### src/common/SchedulerPkg.sv
// Issue scheduler package.
// Queue and register sizes, the index and vector types, and the selector
// state shared by the matrix scheduler blocks.

package SchedulerPkg;

    // Queue and operand sizes.
    localparam int ENTRY_NUM = 8;
    localparam int SRC_NUM = 2;
    localparam int REG_NUM = 16;
    localparam int TAG_WIDTH = 8;

    // Derived widths.
    localparam int ENTRY_INDEX_WIDTH = $clog2(ENTRY_NUM);
    localparam int REG_INDEX_WIDTH = $clog2(REG_NUM);

    // Pointer to one issue queue entry.
    typedef logic [ENTRY_INDEX_WIDTH-1:0] EntryIndex;

    // One bit per issue queue entry.
    typedef logic [ENTRY_NUM-1:0] EntryOneHot;

    // Architectural register number.
    typedef logic [REG_INDEX_WIDTH-1:0] RegIndex;

    // Operation identifier carried from dispatch to issue.
    typedef logic [TAG_WIDTH-1:0] OpTag;

    // Selector activity.
    typedef enum logic {
        SEL_IDLE,
        SEL_ACTIVE
    } SelectState;

endpackage : SchedulerPkg

### src/common/DispatchIf.sv
// Dispatch interface.
// One operation written into the issue queue: entry pointer, source
// readiness and producer pointers, destination register and tag.
`timescale 1ns/1ns

interface DispatchIf import SchedulerPkg::*; ();

    logic dispatch;
    EntryIndex dispatchPtr;
    logic [SRC_NUM-1:0] srcReady;
    EntryIndex [SRC_NUM-1:0] srcPtr;
    RegIndex dstReg;
    OpTag tag;

    // Driven by the allocator, the ready table and the top ports.
    modport source (
        output dispatch, dispatchPtr, srcReady, srcPtr, dstReg, tag
    );

    // Read by the matrix and the payload store.
    modport sink (
        input dispatch, dispatchPtr, srcReady, srcPtr, dstReg, tag
    );

endinterface : DispatchIf

### src/hw/scheduler/ProducerMatrix.sv
// Producer dependency matrix.
// One row per queue entry, one column per producer entry. Wakeup clears
// producer columns, dispatch writes a row, and an all-zero row is ready.
`timescale 1ns/1ns

module ProducerMatrix import SchedulerPkg::*; (
    input logic clk,
    input logic stall,
    DispatchIf.sink disp,
    input EntryOneHot wakeup,
    output EntryOneHot opReady
);

    // Rows of invalid entries are don't care, the selector masks them.
    EntryOneHot [ENTRY_NUM-1:0] matrix;
    EntryOneHot [ENTRY_NUM-1:0] nextMatrix;
    EntryOneHot dispatchRow;

    always_ff @(posedge clk) begin
        matrix <= nextMatrix;
    end

    // Ready comes from the stored rows.
    // They already hold every wakeup up to the last edge.
    always_comb begin
        for (int i = 0; i < ENTRY_NUM; i++) begin
            opReady[i] = !(|matrix[i]);
        end
    end

    // Producer bits for the dispatched operation.
    always_comb begin
        dispatchRow = '0;
        for (int s = 0; s < SRC_NUM; s++) begin
            // Not-ready sources name a producer still in the queue.
            if (!disp.srcReady[s]) begin
                dispatchRow[disp.srcPtr[s]] = 1'b1;
            end
        end
    end

    always_comb begin
        nextMatrix = matrix;

        // Clear the columns of issued producers in every row.
        for (int i = 0; i < ENTRY_NUM; i++) begin
            for (int j = 0; j < ENTRY_NUM; j++) begin
                if (wakeup[j]) begin
                    nextMatrix[i][j] = 1'b0;
                end
            end
        end

        // Frozen.
        if (stall) begin
            nextMatrix = matrix;
        end

        // New row replaces whatever the entry held before.
        if (disp.dispatch) begin
            nextMatrix[disp.dispatchPtr] = dispatchRow;
        end
    end

endmodule : ProducerMatrix

### src/hw/scheduler/RegReadyTable.sv
// Register ready table.
// Keeps a ready bit and the producing entry for each register and turns
// source register numbers into ready bits and producer pointers.
`timescale 1ns/1ns

module RegReadyTable import SchedulerPkg::*; (
    input logic clk,
    input logic rst,
    input logic stall,
    input logic dispatch,
    input RegIndex [SRC_NUM-1:0] srcReg,
    input RegIndex dstReg,
    input EntryIndex dispatchPtr,
    input EntryOneHot wakeup,
    output logic [SRC_NUM-1:0] srcReady,
    output EntryIndex [SRC_NUM-1:0] srcPtr
);

    logic [REG_NUM-1:0] regReady;
    EntryIndex [REG_NUM-1:0] producer;

    // Lookup for the operation being dispatched.
    always_comb begin
        for (int s = 0; s < SRC_NUM; s++) begin
            srcPtr[s] = producer[srcReg[s]];
            // Bypass a producer that issues in this very cycle.
            srcReady[s] = regReady[srcReg[s]] || wakeup[producer[srcReg[s]]];
        end
    end

    always_ff @(posedge clk) begin
        if (rst) begin
            regReady <= '1;
        end else if (!stall) begin
            for (int r = 0; r < REG_NUM; r++) begin
                if (wakeup[producer[r]]) begin
                    regReady[r] <= 1'b1;
                end
            end
            // Later assignment, so a new writer of the same register wins.
            if (dispatch) begin
                regReady[dstReg] <= 1'b0;
            end
        end
    end

    // Producer pointers matter only while the ready bit is clear.
    always_ff @(posedge clk) begin
        if (dispatch && !stall) begin
            producer[dstReg] <= dispatchPtr;
        end
    end

endmodule : RegReadyTable

### src/hw/scheduler/EntryAllocator.sv
// Issue queue entry allocator.
// Holds the entry valid bits, chooses the lowest free entry for dispatch,
// releases entries on issue and raises full.
`timescale 1ns/1ns

module EntryAllocator import SchedulerPkg::*; (
    input logic clk,
    input logic rst,
    input logic stall,
    input logic opValid,
    input EntryOneHot wakeup,
    output logic dispatch,
    output EntryIndex dispatchPtr,
    output EntryOneHot entryValid,
    output logic full
);

    EntryOneHot freeEntries;
    EntryOneHot dispatchOneHot;

    assign freeEntries = ~entryValid;
    assign full = &entryValid;

    // Lowest free entry.
    always_comb begin
        dispatchPtr = '0;
        for (int i = ENTRY_NUM - 1; i >= 0; i--) begin
            if (freeEntries[i]) begin
                dispatchPtr = EntryIndex'(i);
            end
        end
    end

    assign dispatch = opValid && !full && !stall;

    always_comb begin
        dispatchOneHot = '0;
        if (dispatch) begin
            dispatchOneHot[dispatchPtr] = 1'b1;
        end
    end

    // Issued entry leaves and the dispatched one joins at the same edge.
    always_ff @(posedge clk) begin
        if (rst) begin
            entryValid <= '0;
        end else if (!stall) begin
            entryValid <= (entryValid & ~wakeup) | dispatchOneHot;
        end
    end

endmodule : EntryAllocator

### src/hw/scheduler/IssueSelector.sv
// Issue selector.
// Picks the lowest ready and valid entry each cycle and sends its one-hot
// wakeup back to the matrix, the ready table and the allocator.
`timescale 1ns/1ns

module IssueSelector import SchedulerPkg::*; (
    input logic clk,
    input logic rst,
    input logic stall,
    input EntryOneHot opReady,
    input EntryOneHot entryValid,
    output logic issueValid,
    output EntryIndex issuePtr,
    output EntryOneHot wakeup
);

    SelectState state;
    SelectState nextState;
    EntryOneHot candidates;
    logic anyValid;
    logic issueEnable;

    assign anyValid = |entryValid;
    assign candidates = opReady & entryValid;

    // Lowest set index wins.
    always_comb begin
        issuePtr = '0;
        for (int i = ENTRY_NUM - 1; i >= 0; i--) begin
            if (candidates[i]) begin
                issuePtr = EntryIndex'(i);
            end
        end
    end

    // Issue only in SEL_ACTIVE.
    // It is entered one cycle after the queue stops being empty.
    assign issueEnable = (state == SEL_ACTIVE);
    assign issueValid = issueEnable && !stall && (|candidates);

    always_comb begin
        wakeup = '0;
        if (issueValid) begin
            wakeup[issuePtr] = 1'b1;
        end
    end

    always_comb begin
        nextState = state;
        case (state)
            SEL_IDLE: begin
                if (anyValid) begin
                    nextState = SEL_ACTIVE;
                end
            end
            SEL_ACTIVE: begin
                // Queue drains when the last valid entry issues.
                if ((entryValid & ~wakeup) == '0) begin
                    nextState = SEL_IDLE;
                end
            end
            default: nextState = SEL_IDLE;
        endcase
    end

    always_ff @(posedge clk) begin
        if (rst) begin
            state <= SEL_IDLE;
        end else if (!stall) begin
            state <= nextState;
        end
    end

endmodule : IssueSelector

### src/hw/scheduler/IssuePayload.sv
// Issue payload store.
// Holds the tag and destination register of each queue entry and reads
// out the entry chosen for issue.
`timescale 1ns/1ns

module IssuePayload import SchedulerPkg::*; (
    input logic clk,
    DispatchIf.sink disp,
    input EntryIndex issuePtr,
    output OpTag issueTag,
    output RegIndex issueDstReg
);

    OpTag tagStore [ENTRY_NUM];
    RegIndex dstStore [ENTRY_NUM];

    // Written once per dispatch.
    always_ff @(posedge clk) begin
        if (disp.dispatch) begin
            tagStore[disp.dispatchPtr] <= disp.tag;
            dstStore[disp.dispatchPtr] <= disp.dstReg;
        end
    end

    // Asynchronous read of the issued entry.
    assign issueTag = tagStore[issuePtr];
    assign issueDstReg = dstStore[issuePtr];

endmodule : IssuePayload

### src/hw/IssueScheduler.sv
// Matrix issue scheduler top level.
// One operation dispatched and one issued per cycle. The ready table feeds
// the dependency matrix, and the selector's wakeup closes the loop.
`timescale 1ns/1ns

module IssueScheduler import SchedulerPkg::*; (
    input logic clk,
    input logic rst,
    input logic stall,
    input logic opValid,
    input OpTag opTag,
    input RegIndex dstReg,
    input RegIndex srcReg0,
    input RegIndex srcReg1,
    output logic full,
    output logic issueValid,
    output OpTag issueTag,
    output RegIndex issueDstReg
);

    DispatchIf dispIf ();

    EntryOneHot wakeup;
    EntryOneHot opReady;
    EntryOneHot entryValid;
    EntryIndex issuePtr;

    // Operation fields straight from the ports.
    assign dispIf.dstReg = dstReg;
    assign dispIf.tag = opTag;

    EntryAllocator alloc_i (
        .clk(clk),
        .rst(rst),
        .stall(stall),
        .opValid(opValid),
        .wakeup(wakeup),
        .dispatch(dispIf.dispatch),
        .dispatchPtr(dispIf.dispatchPtr),
        .entryValid(entryValid),
        .full(full)
    );

    RegReadyTable table_i (
        .clk(clk),
        .rst(rst),
        .stall(stall),
        .dispatch(dispIf.dispatch),
        .srcReg({srcReg1, srcReg0}),
        .dstReg(dstReg),
        .dispatchPtr(dispIf.dispatchPtr),
        .wakeup(wakeup),
        .srcReady(dispIf.srcReady),
        .srcPtr(dispIf.srcPtr)
    );

    ProducerMatrix matrix_i (
        .clk(clk),
        .stall(stall),
        .disp(dispIf.sink),
        .wakeup(wakeup),
        .opReady(opReady)
    );

    IssueSelector selector_i (
        .clk(clk),
        .rst(rst),
        .stall(stall),
        .opReady(opReady),
        .entryValid(entryValid),
        .issueValid(issueValid),
        .issuePtr(issuePtr),
        .wakeup(wakeup)
    );

    IssuePayload payload_i (
        .clk(clk),
        .disp(dispIf.sink),
        .issuePtr(issuePtr),
        .issueTag(issueTag),
        .issueDstReg(issueDstReg)
    );

endmodule : IssueScheduler

### config.mk
export PLATFORM = sky130hd
export DESIGN_NAME = IssueScheduler
export DESIGN_NICKNAME = d
export VERILOG_FILES = /design/src/common/SchedulerPkg.sv /design/src/common/DispatchIf.sv /design/src/hw/scheduler/ProducerMatrix.sv /design/src/hw/scheduler/RegReadyTable.sv /design/src/hw/scheduler/EntryAllocator.sv /design/src/hw/scheduler/IssueSelector.sv /design/src/hw/scheduler/IssuePayload.sv /design/src/hw/IssueScheduler.sv
export SDC_FILE = /design/constraint.sdc
export NUM_CORES = 1
export LEC_CHECK = 0
export BUFFER_PORTS_ARGS = -buffer_cell sky130_fd_sc_hd__clkbuf_2
export CAP_MARGIN = 5
export CORE_MARGIN = 10
export CORE_UTILIZATION = 30
export CTS_BUF_LIST = sky130_fd_sc_hd__clkbuf_4 sky130_fd_sc_hd__clkbuf_8 sky130_fd_sc_hd__clkbuf_16
export CTS_CLUSTER_DIAMETER = 60
export DETAILED_ROUTE_END_ITERATION = 10
export GPL_TIMING_DRIVEN = 1
export HOLD_SLACK_MARGIN = 0.15
export SYNTH_ARGS = -nofsm -noshare
export SYNTH_HDL_FRONTEND = slang
export SYNTH_SLANG_ARGS = --single-unit
### constraint.sdc
create_clock -name clk -period 4 [get_ports clk]
set_clock_uncertainty 0.2 [all_clocks]
set_input_delay 0 -clock clk [delete_from_list [all_inputs] [get_ports clk]]
set_output_delay 0 -clock clk [all_outputs]
set_load 0.01 [all_outputs]
After elaboration in Yosys (flattened, before gate mapping):

Memory sizes are Yosys's and may differ from the RTL's.
Index checks and enable logic that the tools add are counted.

* order comparisons: 28
* $mul: 0
* bitwise operators: 9
* eq/ne operators: 0
* shift-type cells: 0
* reduce and logical (&&, ||, !) cells: 34
* div/mod/pow operators: 0
* multiplexer cells: 200
* $add $sub $neg: 0

Operator list (count)
* $mux W1: 141
* $mux W64: 2
* $lt A3 B4 Y1 const B: 20
* $reduce_or A8 Y1: 10
* $bwmux W64: 1
* $mux W3: 19
* $bmux W1 S3: 18
* $bwmux W48: 1
* $mux W8: 5
* $bmux W3 S4: 2
* $demux W8 S3: 1
* $and A16 B16 Y16: 1
* $and A8 B8 Y8: 2
* $mux W16: 1
* $not A16 Y16: 1
* $not A8 Y8: 2
* $or A8 B8 Y8: 2
* $lt A4 B5 Y1 const B: 3
* $demux W1 S3: 4
* $demux W3 S4: 1
* $ge A3 B1 Y1 const B: 4
* $logic_and A1 B1 Y1: 10
* $logic_not A1 Y1: 10
* $bmux W1 S4: 2
* 7 further kinds: 8

* bits in read-only memories: 0
* memories: 2
* bits in registers: 137
* RAM bits: 96
* word-level logic and storage cells: 300
* bits of input ports: 24
* output and inout bits: 14
* latch bits: 0

Memories
* payload_i.tagStore: depth 8, width 8, rd ports 1, clocked after memory_dff 0, wr ports 1, RTL line IssuePayload.sv:14 `OpTag tagStore [ENTRY_NUM];`
* payload_i.dstStore: depth 8, width 4, rd ports 1, clocked after memory_dff 0, wr ports 1, RTL line IssuePayload.sv:15 `RegIndex dstStore [ENTRY_NUM];`

Depth between registers and ports, before layout:

Gate-level depths: netlist of run 1.

* word-level depth: 24
* gate-level depth with buffers: 10
* mapped depth without buffers: 7

Hierarchy:

Synthesis of run 1 repeated with hierarchy kept, for this count alone.

* cell total of the unflattened synthesis: 865
* area, all modules: 11390.9 µm²

By module, submodules not included
* RegReadyTable: instances 1, cells an instance 326, area each 4371.7 µm²
* IssuePayload: instances 1, cells an instance 152, area each 3747.3 µm²
* ProducerMatrix: instances 1, cells an instance 271, area each 2464.9 µm²
* EntryAllocator: instances 1, cells an instance 53, area each 412.9 µm²
* IssueSelector: instances 1, cells an instance 63, area each 394.1 µm²

Worst setup path before layout of run 1:

Ideal clock, no wire load.

* path type: register -> register
* from: register alloc_i.entryValid[4]
* to: memory payload_i.dstStore[4][0] (netlist name) (enable)
* arrival time: 2.304 ns
* stages on the path, launching flop included: 9
* path slack: 1.195 ns
* buffers on the path: 3
* library setup time: 0.301 ns
* data required time: 3.499 ns
* path through: dfxtp_1 > clkbuf_1 > a21boi_0 > o21ai_0 > a21boi_1 > nand2b_1 > clkbuf_1 > clkbuf_1 > inv_1

* longest elaborated chain between the ends: 6

RTL lines
* from (decl): RTL line EntryAllocator.sv:14 `output EntryOneHot entryValid,`
* from (signal assigned): RTL line EntryAllocator.sv:48 `entryValid <= (entryValid & ~wakeup) | dispatchOneHot;`
* $not A8 Y8: RTL line EntryAllocator.sv:21 `assign freeEntries = ~entryValid;`
* $mux W3 (5 in series): RTL line EntryAllocator.sv:28 `if (freeEntries[i]) begin`
* net alloc_i.dispatchPtr[0]: RTL line EntryAllocator.sv:13 `output EntryIndex dispatchPtr,`
* to (decl): RTL line IssuePayload.sv:15

The timed path passes the listed nets, and every way through them passes these cells.

Worst setup path after layout of run 1:

* from: register matrix_i.matrix[27] (netlist name)
* to: output port issueDstReg[3]

* longest elaborated chain between the ends: 8

RTL lines
* from (decl): RTL line ProducerMatrix.sv:15 `EntryOneHot [ENTRY_NUM-1:0] matrix;`
* from (signal assigned): RTL line ProducerMatrix.sv:20 `matrix <= nextMatrix;`
* $reduce_or A8 Y1: RTL line ProducerMatrix.sv:27 `opReady[i] = !(|matrix[i]);`
* $logic_not A1 Y1: RTL line ProducerMatrix.sv:27
* $and A8 B8 Y8: RTL line IssueSelector.sv:24 `assign candidates = opReady & entryValid;`
* $mux W3 (4 in series): RTL line IssueSelector.sv:30 `if (candidates[i]) begin`
* $mem_v2 Z8 W4
* to (decl): RTL line IssueScheduler.sv:18 `output RegIndex issueDstReg`

Every way passes these cells.

==> results of run 1 <==
layout make-up:
cell class              instances  area share, %
inverters                      28         0.8469
flip-flops and latches        233          49.20
clock buffers                  37          6.493
clock inverters                13         0.9578
multi-input cells             584          33.66
well taps                     455          4.587
repair buffers                 73          4.254
synthesized netlist by cell type, types with 14 or more instances:
master	n
mux2i_1	56
edfxtp_1	144
a21oi_1	61
xnor2_1	16
o21ai_1	21
o21ai_0	75
mux4_2	33
nand3_1	74
inv_1	27
clkbuf_1	30
nand2_1	41
dfxtp_1	89
nor2_1	55
o31ai_1	14
power groups by stage:
stage	Clock (mW)	Combinational, mW	Sequential [mW]
2_1_floorplan	0	0.189	2.64
5_1_grt	2.65	0.323	2.59
4_1_cts	2.55	0.297	2.59
3_3_place_gp	0	0.273	2.64
6_report	2.50	0.297	2.59
3_5_place_dp	0	0.277	2.64
state kept, by name (all words and copies together) (netlist names):
name / count
matrix_i.matrix: 64
payload_i.tagStore: 64
table_i.producer: 48
payload_i.dstStore: 32
table_i.regReady: 16
alloc_i.entryValid: 8
selector_i.issueEnable: 1
through the flow:
stage	hold slack, ns	total power, mW
after floorplan	-0.1011	2.824
after detailed placement	0.08782	2.920
after CTS	0.1769	5.439
final	0.1673	5.388
after global placement	0.07995	2.915
after global routing	0.1857	5.572
worst paths after layout:
| kind | start | endpoint | slack, ns | depth (start not counted) |
|---|---|---|---|---|
| setup / recovery | matrix_i.matrix[27] | issueDstReg[3] | 0.49 | 9 |
| hold / removal | dstReg[0] | payload_i.dstStore[3][0] | 0.17 | 2 |
| setup reg to reg | matrix_i.matrix[27] | matrix_i.matrix[17] | 0.67 | 7 |
| hold reg to reg | matrix_i.matrix[18] | matrix_i.matrix[18] | 0.26 | 2 |
logic make-up after synthesis:
family / count (synthesis)
flip-flops: 233
XOR/XNOR: 16
multiplexers: 90
buffers and inverters: 78
AO/OA/AOI/OAI: 233
AND/OR/NAND/NOR: 245
layer usage:
metal / vias to the layer above / global-route usage [%]
met2: 273 / 20.36
met4: 0 / 3.811
met3: 53 / 2.441
li1: 3541 / -
met5: - / 0
met1: 3755 / 16.84
worst register-to-register path, cell delays in order, from the launching register on:
cell	delay, ns
dfxtp_1	0.31
nor4_1	0.52
nand4_1	0.27
o211a_1	0.26
or4b_1	0.82
o2111ai_1	0.32
o31a_2	0.38
o21ai_1	0.13
==> run metrics, run 1 <==
Yosys top cell by area=edfxtp_1; Bufs and invs on worst path=2; gr usage total=12.66%; period utilisation layout=87.76%; # placed instances=1349; Layout fillers=3313; Setup WS post-layout=0.4897 ns; Post-synth EDFFs=144; Vias=7622; Syn Inst Count=895; max-cap viol count=0; share of power burned in registers=48.1%; Synth Area in Simple Gates=11.71%; adder-cell share of the synthesized area=0%; DRC=0; dpl ws=0.8105 ns; commonest non-fill, non-tap cell in the layout=edfxtp_1; final setup fails=0; Pleak=4.427 nW; worst-path maximum fanout=48; RD Place Congestion=0.8841; # hold bufs at CTS=24; layout cells sized above 1=15.50%; worst skew pair latency=0.55 ns; min Tclk post-route=3.510 ns; clock share of power=46.4%; Rel. slew slack=31.26%; wire length on met3=2.102 mm; Data arrival, critical path=3.31 ns; Internal=4.177 mW; max-slew violations=0; top_reg_cell synth=edfxtp_1; register area=6106 um2; Synth cell types=61; Synth warnings=0; Synth Area in XOR/XNOR=1.318%; multi-input logic area=4178 um2; Pwr Density=434.1 nW/um2; # Post-CTS Setup Buffers=0; syn_nets=919; final hold violations=0; post-CTS sizing=0; number of global-route vias before repair=7471; utilization after layout=35.66%; critical path class=flip-flop to output pin; Synth top area share=40.66%; RSZ-0062 raised after global routing=no; P_sw=1.211 mW; Seq/Total Area, Yosys=57.42%; core area=34800 um2; CP max stage cell=nor4_1; Worst EP required=3.80 ns; DR WL/cell=20.13 um; syn_area_per_cell=11.88 um2; synth top area cells=edfxtp_1 41%, dfxtp_1 17%, mux4_2 7.0%; Top Metal Used=met4; GRT overflow=0; CTS root buf=clkbuf_16; worst-case vdd ir drop=296.1 uV; hpwl dp=18.79 mm; met2 wire len=13.01 mm; CTS clk-pin slew, worst paths=0.06 ns; Compound-Gate Fraction of Synth Area=13.88%; largest net degree at the start of global routing=49; CTS tree=done; first-pass GRT wire length=44.49 mm; Sw Share=22.48%; DIE AREA=43380 um2; Largest stage delay, worst path=0.52 ns; hold crit path type=primary input to flip-flop; CTS buffer count=27; Post-DRT Antenna Nets=0; mux cell area share after synthesis=12.37%; startpoint types=flip-flop; CTS max path bufs=3; cell family with most CP delay=simple AND/OR/NAND/NOR gates; filler-free cell count of the finished design=1423; outcome=finished, final reports clean; post-route cell area=12410 um2; Mapped Area=10630 um2; largest family of logic cells by synthesized area=compound AO/OA/AOI/OAI gates; diode count=0; dpl cell area=11250 um2; #FFs+latches synth=233; die height=208.3 um; Crit. End Element=output pin; Max Freq=284.9 MHz; Nets=971; Top Ports=38; DR iter-0 viols=704; drt total wl=28.64 mm; asr flop ratio synth=0%; clock sink count=233; combinational share of power=5.5%; # H-tree levels=1; site row count=68; First-pass DRT Iterations=5; Via density=5.356; Slew @ Worst Pin=1.029 ns; port bufs=37; most frequent cells in the layout=144 x edfxtp_1, 89 x dfxtp_1, 75 x o21ai_0; met1 WL=12.69 mm; initial antenna violation count=0; Total Neg Setup Slack=0 ns; die width=208.3 um; crit path cell chain=nor4_1 -> and4_1 -> o21ai_1 -> o31a_2 -> buf_12 -> mux2i_1 -> o22a_1 -> o221ai_1 -> clkbuf_2; area grow syn2layout=16.71%; Initial Utilization=30.56%
No activity file was read; power rests on OpenSTA's default activity.
==> inputs of run 2 (changes only) <==
Settings changed: ABC_AREA set to 1.
==> run 2 against run 1 <==
Compared with the run above: combinational power increased by 54%; critical endpoint is now matrix_i.matrix[25]; largest cell class unchanged; worst setup slack got worse by 0.20 ns; critical path depth up 10; first-iteration DRC count rose by 78%; hold slack better by 0.013 ns; critical path type is now flip-flop to flip-flop; flip-flop and latch count unchanged; routed wire length up 34%; final cell count grew 45%; highest routed layer unchanged; register-to-register slack got worse by 0.38 ns.
==> run metrics, run 2 <==
max-cap viol count=0 (unchanged); flop2flop setup slack=0.29 ns (-0.38 ns); worst-case vdd ir drop=191.7 uV (-35%); die height=220.4 um (+5.8%); Synth top cells by count=358 x nand2_1, 218 x nand3_1, 144 x edfxtp_1; # H-tree levels=1 (unchanged); min Tclk post-route=3.710 ns (+0.1999 ns); top flop regs=matrix_i.matrix x64, payload_i.tagStore x64, table_i.producer x48; Post-DRT Antenna Nets=0 (unchanged); Synth top area share=35.90% (-4.8 points); RD Place Congestion=0.9463 (+7.0%); dpl ws=0.8960 ns (+0.08551 ns); die width=220.4 um (+5.8%); Data arrival, critical path=4.00 ns (+0.69 ns); outcome=finished, final reports clean; first-pass GRT wire length=59.31 mm (+33%); clock sink count=233 (unchanged); First-pass DRT Iterations=7 (+2); hold crit path type=primary input to flip-flop; Layout fillers=4019 (+21%); DRC=0 (unchanged); CTS max path bufs=3 (unchanged); Slew @ Worst Pin=1.056 ns (+0.02684 ns); initial antenna violation count=0 (unchanged); Mapped Area=12040 um2 (+13%); Max Freq=269.5 MHz (-5.4%); count leader, synth=nand2_1; site row count=73 (+7.4%); Pwr Density=389.9 nW/um2 (-10%); synth top area cells=edfxtp_1 36%, dfxtp_1 15%, nand2_1 11%; Vias=10.69k (+40%); RSZ-0062 raised after global routing=no; period utilisation layout=92.76% (+5.0 points); Setup WS post-layout=0.2897 ns (-0.1999 ns); CTS tree=done; utilization after layout=35.15% (-0.51 points); multi-input logic area=5204 um2 (+25%); Rel. slew slack=28.73% (-2.5 points); largest net degree at the start of global routing=50 (+2.0%); port bufs=37 (unchanged); diode count=0 (unchanged); max-slew violations=0 (unchanged); layout cells sized above 1=12.07% (-3.4 points); Crit. End Element=flip-flop; Via density=5.176 (-3.4%); asr flop ratio synth=0% (unchanged); Total Neg Setup Slack=0 ns (unchanged); drt total wl=38.52 mm (+34%); FF-to-FF Start=alloc_i.entryValid[7]; hpwl dp=25.89 mm (+38%); critical path class=flip-flop to flip-flop; most frequent cells in the layout=358 x nand2_1, 218 x nand3_1, 144 x edfxtp_1; area grow syn2layout=15.97%; CP startpoint=alloc_i.entryValid[7]; #FFs+latches synth=233 (unchanged); Syn Inst Count=1454 (+62%); commonest non-fill, non-tap cell in the layout=nand2_1; Synth warnings=0 (unchanged); syn_area_per_cell=8.283 um2 (-30%); startpoint types=flip-flop; core area=39730 um2 (+14%); Nets=1545 (+59%); number of global-route vias before repair=10.22k (+37%); Initial Utilization=30.31% (-0.25 points); CTS clk-pin slew, worst paths=0.06 ns (about the same); Seq/Total Area, Yosys=50.70% (-6.7 points); GRT overflow=0 (unchanged); Worst EP required=4.29 ns (+0.49 ns); final hold violations=0 (unchanged); final setup fails=0 (unchanged); DR iter-0 viols=1250 (+78%); DR WL/cell=18.64 um (-7.4%); top_reg_cell synth=edfxtp_1; worst skew pair latency=0.55 ns (about the same); CTS buffer count=26 (-3.7%); DIE AREA=48560 um2 (+12%); Top Ports=38 (unchanged); CTS root buf=clkbuf_16; syn_nets=1478 (+61%); HP Start=dstReg[0]; register area=6106 um2 (unchanged); Synth cell types=41 (-33%); gr usage total=15.63% (+3.0 points); worst-path maximum fanout=32 (-33%); Pleak=5.822 nW (+32%); Yosys top cell by area=edfxtp_1; Post-synth EDFFs=144 (unchanged)
## run 2: changes by cell type in the layout (fill, tap and decap cells not counted), moves of 14 or more
cell and change:
nor2_1 +79, o21ai_0 +17, nand2_1 +317, inv_1 +81, mux4_2 -33, inv_2 +15, xnor2_1 -16, nand2_4 +14
buf_4 +15, nand3_1 +144, o211ai_1 +25, mux2i_1 -56
## run 2: per-layer routing
metal,part of all wire [%],track usage [%],up-vias
met5,0,0,-
met4,2.6,5.181,0
met3,7.7,2.130,69
met2,46,25.50,447
met1,44,20.97,5077
li1,-,-,5101
## run 2: area by class of cell
type	instances	share of cell area, %
inverter	131	3.521
sequential	233	43.72
clock buffer	36	5.196
clock inverter	12	0.8779
tap	525	4.703
multi-input combinational	1038	37.26
timing repair buffer	91	4.730
## run 2: cells by family after synthesis
| logic type | count (synthesis) | share of synthesized area [%] |
|---|---|---|
| simple gates | 792 | 31.27 |
| compound gates | 246 | 11.79 |
| flops | 233 | 50.70 |
| buf+inv | 183 | 6.243 |
## run 2: where the power goes
part           total (mW)  internal, mW  leakage, nW  switching (mW)
registers            2.61          2.59         1.97          0.0270
logic               0.456         0.141         3.43           0.315
clock network        2.38          1.40        0.422           0.975
## run 2: metrics by stage
step           std cells  power, mW  hold WS (ns)  area (um2)
4_1_cts             2066      5.474        0.1665       13960
6_report            2066      5.446        0.1806       13970
5_1_grt             2066      5.620        0.2075       13970
3_5_place_dp        1990      3.093       0.09736       12830
2_1_floorplan       1454      2.947       -0.1045       12040
3_3_place_gp        1990      3.086       0.08956       12830
## run 2: path summary, 6_finish.rpt
check	depth (start not counted)	end
setup / recovery	19	matrix_i.matrix[25]
hold / removal	2	payload_i.dstStore[0][0]
setup reg to reg	19	matrix_i.matrix[25]
hold reg to reg	2	matrix_i.matrix[54]
## run 2: repair_timing
item / in CTS / in global routing
setup buffers: 0 / 0
setup endpoints to repair: 0 / 1
gates resized for setup: 0 / 1
hold buffers: 28 / 0
endpoints found under the hold margin: 231 / 0
## run 2: worst max-delay path, stage by stage (launching register included)
cell,delay [ns]
dfxtp_1,0.39
inv_2,0.07
nor2_2,0.07
nand3_1,0.12
nor2_1,0.11
nand2_1,0.06
nand2_1,0.05
nand2_1,0.06
nand2_2,0.07
nand2_4,0.08
nand2_8,0.11
nand2_4,0.21
nand2_1,0.45
o21ai_2,0.15
nor2_8,0.28
nand4_4,0.14
nand2_4,0.10
dlygate4sd3_1,0.72
nand2_1,0.10
nand2_1,0.07
